--- src/mul_params.svh ---
`ifndef MUL_PARAMS_SVH
`define MUL_PARAMS_SVH

// widths of the rv32 m-extension multiplier
// these are set by the instruction set
// the half split only works for these values

// operand width, one register of rv32
`define MUL_XLEN 32

// half of an operand, the width of one multiplier factor
`define MUL_HALF 16

// cross products of two halved operands
// ordered ll, lh, hl, hh everywhere
`define MUL_NUM_PP 4

// full product is 2*MUL_XLEN wide
// partial product is 2*MUL_HALF wide

`endif

--- src/mul_pkg.sv ---
`include "mul_params.svh"

package mul_pkg;

    // multiply operations
    // encoding follows the funct3 order of the m extension
    typedef enum logic [1:0] {
        op_mul    = 2'd0,
        op_mulh   = 2'd1,
        op_mulhsu = 2'd2,
        op_mulhu  = 2'd3
    } mul_op_e;

    // one partial-product job
    // both factors are unsigned halves
    typedef struct packed {
        logic [`MUL_HALF-1:0] a;
        logic [`MUL_HALF-1:0] b;
    } mul_pp_in_t;

    // side-band control carried beside the products
    typedef struct packed {
        // job present in this stage
        logic                 valid;
        // selects lo or hi word at the end
        mul_op_e              op;
        // sign correction for the hi word
        logic [`MUL_XLEN-1:0] comp;
    } mul_ctrl_t;

    // two halves of the product word
    // hi first, so it lands on the upper bits
    typedef struct packed {
        logic [`MUL_XLEN-1:0] hi;
        logic [`MUL_XLEN-1:0] lo;
    } mul_product_half_t;

    // product written as one 64-bit sum
    // and read back as hi or lo for the result
    typedef union packed {
        logic [2*`MUL_XLEN-1:0] full;
        mul_product_half_t      half;
    } mul_product_u;

endpackage

--- src/mul_operand_split.sv ---
`timescale 1ns/1ps

`include "mul_params.svh"

module mul_operand_split (
    input  logic                 clk,
    input  logic                 rstn,
    input  logic                 in_valid,
    input  mul_pkg::mul_op_e     op,
    input  logic [`MUL_XLEN-1:0] src1,
    input  logic [`MUL_XLEN-1:0] src2,
    output mul_pkg::mul_pp_in_t  pp_in [`MUL_NUM_PP],
    output mul_pkg::mul_ctrl_t   ctrl_s1
);

    // operand signedness
    logic                 src1_signed;
    logic                 src2_signed;

    // halves of each operand
    logic [`MUL_HALF-1:0] src1_lo;
    logic [`MUL_HALF-1:0] src1_hi;
    logic [`MUL_HALF-1:0] src2_lo;
    logic [`MUL_HALF-1:0] src2_hi;

    // the two correction terms and their sum
    logic [`MUL_XLEN-1:0] comp_from_src1;
    logic [`MUL_XLEN-1:0] comp_from_src2;
    logic [`MUL_XLEN-1:0] comp;

    // mulh signs both, mulhsu only src1
    // mul and mulhu stay unsigned, the low word does not care
    assign src1_signed = (op == mul_pkg::op_mulh) || (op == mul_pkg::op_mulhsu);
    assign src2_signed = (op == mul_pkg::op_mulh);

    assign src1_lo = src1[`MUL_HALF-1:0];
    assign src1_hi = src1[`MUL_XLEN-1:`MUL_HALF];
    assign src2_lo = src2[`MUL_HALF-1:0];
    assign src2_hi = src2[`MUL_XLEN-1:`MUL_HALF];

    // four cross products
    // first letter is the src1 half, second the src2 half
    always_comb begin
        // ll
        pp_in[0].a = src1_lo;
        pp_in[0].b = src2_lo;
        // lh
        pp_in[1].a = src1_lo;
        pp_in[1].b = src2_hi;
        // hl
        pp_in[2].a = src1_hi;
        pp_in[2].b = src2_lo;
        // hh
        pp_in[3].a = src1_hi;
        pp_in[3].b = src2_hi;
    end

    // a negative src1 read as unsigned is too big by 2^32
    // so the product is too big by src2 << 32
    assign comp_from_src1 = (src1_signed && src1[`MUL_XLEN-1]) ? src2 : '0;

    // same story mirrored for src2
    assign comp_from_src2 = (src2_signed && src2[`MUL_XLEN-1]) ? src1 : '0;

    // wraps modulo 2^32, only the hi word is touched
    assign comp = comp_from_src1 + comp_from_src2;

    // stage 1 control, aligned with the partial-product registers
    always_ff @(posedge clk or negedge rstn) begin
        if (!rstn) begin
            ctrl_s1.valid <= 1'b0;
            ctrl_s1.op    <= mul_pkg::op_mul;
            ctrl_s1.comp  <= '0;
        end else begin
            ctrl_s1.valid <= in_valid;
            ctrl_s1.op    <= op;
            ctrl_s1.comp  <= comp;
        end
    end

endmodule

--- src/mul_partial_product.sv ---
`timescale 1ns/1ps

`include "mul_params.svh"

module mul_partial_product (
    input  logic                   clk,
    input  logic                   rstn,
    input  mul_pkg::mul_pp_in_t    pp_in,
    output logic [2*`MUL_HALF-1:0] pp
);

    // unsigned 16x16 product, never overflows 32 bits
    logic [2*`MUL_HALF-1:0] product;

    // widen both factors first so the multiply is done at full width
    assign product = {{`MUL_HALF{1'b0}}, pp_in.a} * {{`MUL_HALF{1'b0}}, pp_in.b};

    // stage 1 register for this share of the product
    // runs every cycle, the valid bit travels in ctrl_s1
    always_ff @(posedge clk or negedge rstn) begin
        if (!rstn) begin
            pp <= '0;
        end else begin
            pp <= product;
        end
    end

endmodule

--- src/mul_accumulate.sv ---
`timescale 1ns/1ps

`include "mul_params.svh"

module mul_accumulate (
    input  logic                   clk,
    input  logic                   rstn,
    input  logic [2*`MUL_HALF-1:0] pp_s1 [`MUL_NUM_PP],
    input  mul_pkg::mul_ctrl_t     ctrl_s1,
    output logic                   res_valid,
    output logic [`MUL_XLEN-1:0]   res
);

    // partial products widened to the product width
    logic [2*`MUL_XLEN-1:0] ll_ext;
    logic [2*`MUL_XLEN-1:0] lh_ext;
    logic [2*`MUL_XLEN-1:0] hl_ext;
    logic [2*`MUL_XLEN-1:0] hh_ext;

    // aligned and summed, before the sign correction
    logic [2*`MUL_XLEN-1:0] raw_sum;

    // corrected product
    mul_pkg::mul_product_u  product;

    // word picked for the result
    logic [`MUL_XLEN-1:0]   res_next;

    // zero extension, all four are unsigned
    assign ll_ext = {{`MUL_XLEN{1'b0}}, pp_s1[0]};
    assign lh_ext = {{`MUL_XLEN{1'b0}}, pp_s1[1]};
    assign hl_ext = {{`MUL_XLEN{1'b0}}, pp_s1[2]};
    assign hh_ext = {{`MUL_XLEN{1'b0}}, pp_s1[3]};

    // ll at 0, the two middle terms at 16, hh at 32
    // sum wraps modulo 2^64
    assign raw_sum = ll_ext
                   + (lh_ext << `MUL_HALF)
                   + (hl_ext << `MUL_HALF)
                   + (hh_ext << `MUL_XLEN);

    // write as one word, fix the hi half
    // subtracting comp from hi equals subtracting comp << 32 mod 2^64
    always_comb begin
        product.full    = raw_sum;
        product.half.hi = product.half.hi - ctrl_s1.comp;
    end

    // low word for mul
    // high word for mulh, mulhsu and mulhu
    always_comb begin
        if (ctrl_s1.op == mul_pkg::op_mul) begin
            res_next = product.half.lo;
        end else begin
            res_next = product.half.hi;
        end
    end

    // stage 2 output strobe
    // one cycle after ctrl_s1, two after the input
    always_ff @(posedge clk or negedge rstn) begin
        if (!rstn) begin
            res_valid <= 1'b0;
        end else begin
            res_valid <= ctrl_s1.valid;
        end
    end

    // result only moves on a real job
    // holds its value through bubbles
    always_ff @(posedge clk or negedge rstn) begin
        if (!rstn) begin
            res <= '0;
        end else if (ctrl_s1.valid) begin
            res <= res_next;
        end
    end

endmodule

--- src/mul_unit.sv ---
`timescale 1ns/1ps

`include "mul_params.svh"

module mul_unit (
    input  logic                 clk,
    input  logic                 rstn,
    input  logic                 in_valid,
    input  mul_pkg::mul_op_e     op,
    input  logic [`MUL_XLEN-1:0] src1,
    input  logic [`MUL_XLEN-1:0] src2,
    output logic                 res_valid,
    output logic [`MUL_XLEN-1:0] res
);

    // two-stage pipeline
    // stage 1 forms the four partial products and the control word
    // stage 2 sums them and selects the result word
    // one new job per cycle, no stall, no back-pressure

    // partial-product jobs, combinational from the splitter
    mul_pkg::mul_pp_in_t    pp_in [`MUL_NUM_PP];

    // stage 1 registered products, ll lh hl hh
    logic [2*`MUL_HALF-1:0] pp_s1 [`MUL_NUM_PP];

    // stage 1 registered control
    mul_pkg::mul_ctrl_t     ctrl_s1;

    // decode, split, compensation
    mul_operand_split u_split (
        .clk      (clk),
        .rstn     (rstn),
        .in_valid (in_valid),
        .op       (op),
        .src1     (src1),
        .src2     (src2),
        .pp_in    (pp_in),
        .ctrl_s1  (ctrl_s1)
    );

    // one multiplier per cross product
    for (genvar k = 0; k < `MUL_NUM_PP; k++) begin : g_pp
        mul_partial_product u_pp (
            .clk   (clk),
            .rstn  (rstn),
            .pp_in (pp_in[k]),
            .pp    (pp_s1[k])
        );
    end

    // align, sum, correct, select
    mul_accumulate u_acc (
        .clk       (clk),
        .rstn      (rstn),
        .pp_s1     (pp_s1),
        .ctrl_s1   (ctrl_s1),
        .res_valid (res_valid),
        .res       (res)
    );

endmodule

--- config.mk ---
export PLATFORM = sky130hd
export DESIGN_NAME = mul_unit
export DESIGN_NICKNAME = d
export VERILOG_FILES = /design/src/mul_pkg.sv /design/src/mul_operand_split.sv /design/src/mul_partial_product.sv /design/src/mul_accumulate.sv /design/src/mul_unit.sv
export VERILOG_INCLUDE_DIRS = /design/src
export SDC_FILE = /design/constraint.sdc
export NUM_CORES = 2
export LEC_CHECK = 0
export ABC_CLOCK_PERIOD_IN_PS = 8450
export BUFFER_PORTS_ARGS = -buffer_cell sky130_fd_sc_hd__buf_2
export CORE_ASPECT_RATIO = 1.1
export CORE_UTILIZATION = 60
export CTS_CLUSTER_SIZE = 28
export DETAILED_ROUTE_END_ITERATION = 10
export GPL_ROUTABILITY_DRIVEN = 1
export PLACE_DENSITY = 0.74
export SLEW_MARGIN = 10
export SYNTH_ARGS = -nofsm -noshare
export SYNTH_HDL_FRONTEND = slang
export SYNTH_SLANG_ARGS = --single-unit
--- constraint.sdc ---
create_clock -name clk -period 8.45 [get_ports clk]
set_input_delay 0.4225 -clock clk [delete_from_list [all_inputs] [get_ports clk]]
set_output_delay 0.4225 -clock clk [all_outputs]
set_load 0.05 [all_outputs]
==> flow_metrics.tcl <==
set metrics [dict create \
    outcome "finished, final reports clean" \
    hold_viol_final 0 \
    number_of_buffers_on_the_longest_clock_path 2 \
    ys_types 81 \
    detail_route.first_pass.iterations 6 \
    yosys_warnings 0 \
    crit_path_max_fanout 8 \
    dp_hpwl_um 98450 \
    wl_um 124500 \
    min_delay_path_depth 1 \
    cpMaxStageDelayCell "sky130_fd_sc_hd__fa_1" \
    finalSetupViolCount 0 \
    crit_end "u_acc.res[25]$_DFFE_PN0P_" \
    grt_pass1_wl_um 200900 \
    grt_overflow 0 \
    drt_iter0_markers 2631 \
    synth_top_family_by_area "adder cells" \
    initial_antenna_violation_count 10 \
    placer_congestion_estimate 0.9962 \
    clk_slew_on_worst_s_h_paths_ps 80 \
    syn-instance-count 5218 \
    die_area_um2 77860 \
    die_height_um 292.6 \
    cts_num_sinks 196 \
    cts_setup_buffers 0 \
    slew_headroom_pct 29.56 \
    netlist.area_leader.share_pct 34.60 \
    ys.flop_type "sky130_fd_sc_hd__dfrtp_1" \
    maxCapViolCount 0 \
    placedCellCount 6179 \
    areaGrowthSynthToFinish_pct 4.315 \
    vias_in_the_first_global_route 37300 \
    synth.top_cells.by_area "sky130_fd_sc_hd__fa_1 35%, sky130_fd_sc_hd__ha_1 15%, sky130_fd_sc_hd__dfrtp_1 11%" \
    r2r-start "g_pp[0].u_pp.pp[16]$_DFF_PN0_" \
    proportion_of_synthesized_chip_area_in_sequential_cells_pct 10.65 \
    cts_inserted_buffers 17 \
    critical_path.endpoint_type "register" \
    crit_path_start "g_pp[0].u_pp.pp[16]$_DFF_PN0_" \
    timing.hold.worst.class "primary input to register" \
    crit_path_start_kind "register" \
    worstPathRequired_ps 8770 \
    r2r-end "u_acc.res[25]$_DFFE_PN0P_" \
    fraction_of_registers_with_async_set_reset_pct 100.0 \
    rows 106 \
    reg2reg_depth 36 \
    buffer_ports.inserted 101 \
    crit_type "register to register" \
    num-fill-cells 6532 \
    avgSynthCellArea_um2 8.825 \
    fmaxAchievable_ghz 0.1340 \
    grt_setup_unrepaired "false" \
    clockRootBuffer "sky130_fd_sc_hd__clkbuf_16" \
    global_route.usage.total_pct 33.50 \
    synth_compound_gate_area_share_pct 8.738 \
    antenna_left 0 \
    synth-edff-count 0 \
    ys_seq_elements 196 \
    period_minus_slack_ps 7462 \
    yosys.area_share.adder_pct 49.41 \
    yosys.area_share.simple_pct 16.42 \
    synth.net_count 6628 \
    nNetsFinal 6583 \
    instances_no_fill 6216 \
    muxShareOfSynthArea_pct 0.1141 \
    cts_htree_levels 4 \
    drc_markers 0 \
    cpPeakStageDelay_ps 480 \
    via_count 35550 \
    vias_per_cell 5.720 \
    core_area_um2 76000 \
    pin_count_of_the_biggest_net_entering_global_routing 72 \
    worst_path_most_repeated_cell "sky130_fd_sc_hd__a21oi_1" \
    worst_clock_skew_ps 17.60 \
    io_pins 102 \
    actual_slew_at_the_worst_max_slew_pin_ps 1057 \
    period_share_pct 88.31 \
    post_route_cells_drive_above_1_share_pct 4.339 \
    tritoncts "built" \
    floorplan.die.width_um 266.1 \
    slew_viol_final 0 \
    yosys.area_share.xor_xnor_pct 4.356 \
    cell_area_after_synthesis_um2 46050 \
    synth_largest_area_cell "sky130_fd_sc_hd__fa_1" \
    reg2reg_slack_ps 990 \
    initial_utilization_pct 60.59 \
    final.setup.tns_ps 0 \
    cp.arrival_ps 7790 \
    worst_skew_pair.late_latency_ps 480 \
    routed_wire_length_per_instance_um 20.03 \
]
[through the flow]
| step | util, % | hold slack (ps) | setup slack, ps | cell area (um^2) |
|---|---|---|---|---|
| floorplan | - | 126.9 | 1614 | 46050 |
| global placement | 62.45 | 415.3 | 1188 | 47460 |
| detailed placement | 62.45 | 420.9 | 1085 | 47460 |
| CTS | 63.19 | 42.93 | 1057 | 48020 |
| global route | 63.19 | 33.16 | 412.8 | 48020 |
| finish | 63.21 | 51.49 | 987.9 | 48040 |
[cells by family (layout without fill, tap and decap cells)]
kind of cell               count (synthesis)  in the layout
adders and majority gates               1341           1341
and+or+nand+nor                         1575           1575
xor gates and xnor gates                 229            229
AOI/OAI and AO/OA                        608            608
DFF                                      196            196
buffers and inverters                   1264           1231
muxes                                      5              5
other                                      0              5
[repair_timing]
item / CTS / global route
endpoints found under the hold margin: 63 / 0
hold buffers: 1 / 0
resized for setup: 0 / 0
[sequential cells by signal, summed over array words and instances, names as in the netlist]
signal	count
g_pp.u_pp.pp	128
u_acc.res	32
u_acc.res_valid	1
u_split.ctrl_s1	35
[how the worst min path moves through the flow]
| stage | start | end | slack (ps) |
|---|---|---|---|
| after floorplan | rstn | g_pp[0].u_pp.pp[0]$_DFF_PN0_ | 130 |
| after global placement | rstn | u_acc.res[11]$_DFFE_PN0P_ | 420 |
| after detailed placement | rstn | u_acc.res[11]$_DFFE_PN0P_ | 420 |
| after CTS | in_valid | u_split.ctrl_s1[34]$_DFF_PN0_ | 40 |
| after global routing | in_valid | u_split.ctrl_s1[34]$_DFF_PN0_ | 30 |
| final | in_valid | u_split.ctrl_s1[34]$_DFF_PN0_ | 50 |
[worst max-delay path, delay by kind of cell, from the launching register on]
kind                     cells  cell delay (ps)
AO/OA/AOI/OAI               17             3800
XOR/XNOR                     3              500
adder cells (fa/ha/maj)      5             1550
buffers and inverters        2              110
flip-flops                   1              370
AND/OR/NAND/NOR              9              970
[cells in the mapped netlist, types with 5 or more instances]
cell and count:
sky130_fd_sc_hd__o221ai_1 5, sky130_fd_sc_hd__o21bai_1 26, sky130_fd_sc_hd__a211oi_1 12, sky130_fd_sc_hd__nand2b_1 24, sky130_fd_sc_hd__and2_1 421, sky130_fd_sc_hd__o211ai_1 10
sky130_fd_sc_hd__inv_1 1038, sky130_fd_sc_hd__nor2b_1 30, sky130_fd_sc_hd__nor2_1 142, sky130_fd_sc_hd__a21oi_1 198, sky130_fd_sc_hd__a211o_1 6, sky130_fd_sc_hd__or3_1 14
sky130_fd_sc_hd__o31ai_1 10, sky130_fd_sc_hd__fa_1 796, sky130_fd_sc_hd__a311oi_1 7, sky130_fd_sc_hd__xor2_1 65, sky130_fd_sc_hd__a31oi_1 25, sky130_fd_sc_hd__nand3_1 48
sky130_fd_sc_hd__a221oi_1 5, sky130_fd_sc_hd__o2111ai_1 5, sky130_fd_sc_hd__ha_1 545, sky130_fd_sc_hd__o31a_1 5, sky130_fd_sc_hd__o21a_1 37, sky130_fd_sc_hd__or2_2 9
sky130_fd_sc_hd__o21ai_0 93, sky130_fd_sc_hd__dfrtp_1 196, sky130_fd_sc_hd__nand2_1 756, sky130_fd_sc_hd__clkbuf_1 225, sky130_fd_sc_hd__nor3_1 35, sky130_fd_sc_hd__xnor2_1 164
sky130_fd_sc_hd__nand4_1 8, sky130_fd_sc_hd__and3_1 57, sky130_fd_sc_hd__nor3b_1 5, sky130_fd_sc_hd__and4_1 8, sky130_fd_sc_hd__a21o_1 107, sky130_fd_sc_hd__a31o_2 6
[layout make-up]
type	count	area, um^2	share of cell area, %
Timing Repair Buffer	162	975.9	2.032
Sequential cell	196	4906	10.21
Inverter	1038	3896	8.111
Multi-Input combinational cell	3758	36410	75.79
Clock buffer	21	450.4	0.9377
Antenna cell	5	12.51	0.02605
Tap cell	1026	1284	2.672
Clock inverter	10	103.9	0.2162
[placed cells by master (no fill, tap or decap), types with 8 or more instances in the layout]
cell type                   instances
sky130_fd_sc_hd__a211oi_1          12
sky130_fd_sc_hd__a21o_1           107
sky130_fd_sc_hd__a21oi_1          198
sky130_fd_sc_hd__a31oi_1           25
sky130_fd_sc_hd__and2_1           421
sky130_fd_sc_hd__and3_1            57
sky130_fd_sc_hd__and4_1             8
sky130_fd_sc_hd__buf_2            100
sky130_fd_sc_hd__buf_4             60
sky130_fd_sc_hd__clkbuf_16         17
sky130_fd_sc_hd__dfrtp_1          195
sky130_fd_sc_hd__fa_1             796
sky130_fd_sc_hd__ha_1             545
sky130_fd_sc_hd__inv_1           1038
sky130_fd_sc_hd__nand2_1          756
sky130_fd_sc_hd__nand2b_1          24
sky130_fd_sc_hd__nand3_1           48
sky130_fd_sc_hd__nand4_1            8
sky130_fd_sc_hd__nor2_1           141
sky130_fd_sc_hd__nor2b_1           30
sky130_fd_sc_hd__nor3_1            35
sky130_fd_sc_hd__o211ai_1          10
sky130_fd_sc_hd__o21a_1            37
sky130_fd_sc_hd__o21ai_0           93
sky130_fd_sc_hd__o21bai_1          26
sky130_fd_sc_hd__o31ai_1           10
sky130_fd_sc_hd__or2_2              9
sky130_fd_sc_hd__or3_1             14
sky130_fd_sc_hd__xnor2_1          164
sky130_fd_sc_hd__xor2_1            65
[per-layer routing]
layer / up-vias / share of wire (%) / track usage, %
met5: - / 0.046 / 0
met4: 8 / 5.0 / 15.24
met3: 297 / 7.4 / 5.389
met2: 1318 / 48 / 55.47
met1: 17970 / 40 / 43.22
li1: 15960 / - / -
Power is left out: the tool's default activity adds up to more than one toggle a clock period on the data nets, which glitch-free logic cannot reach.
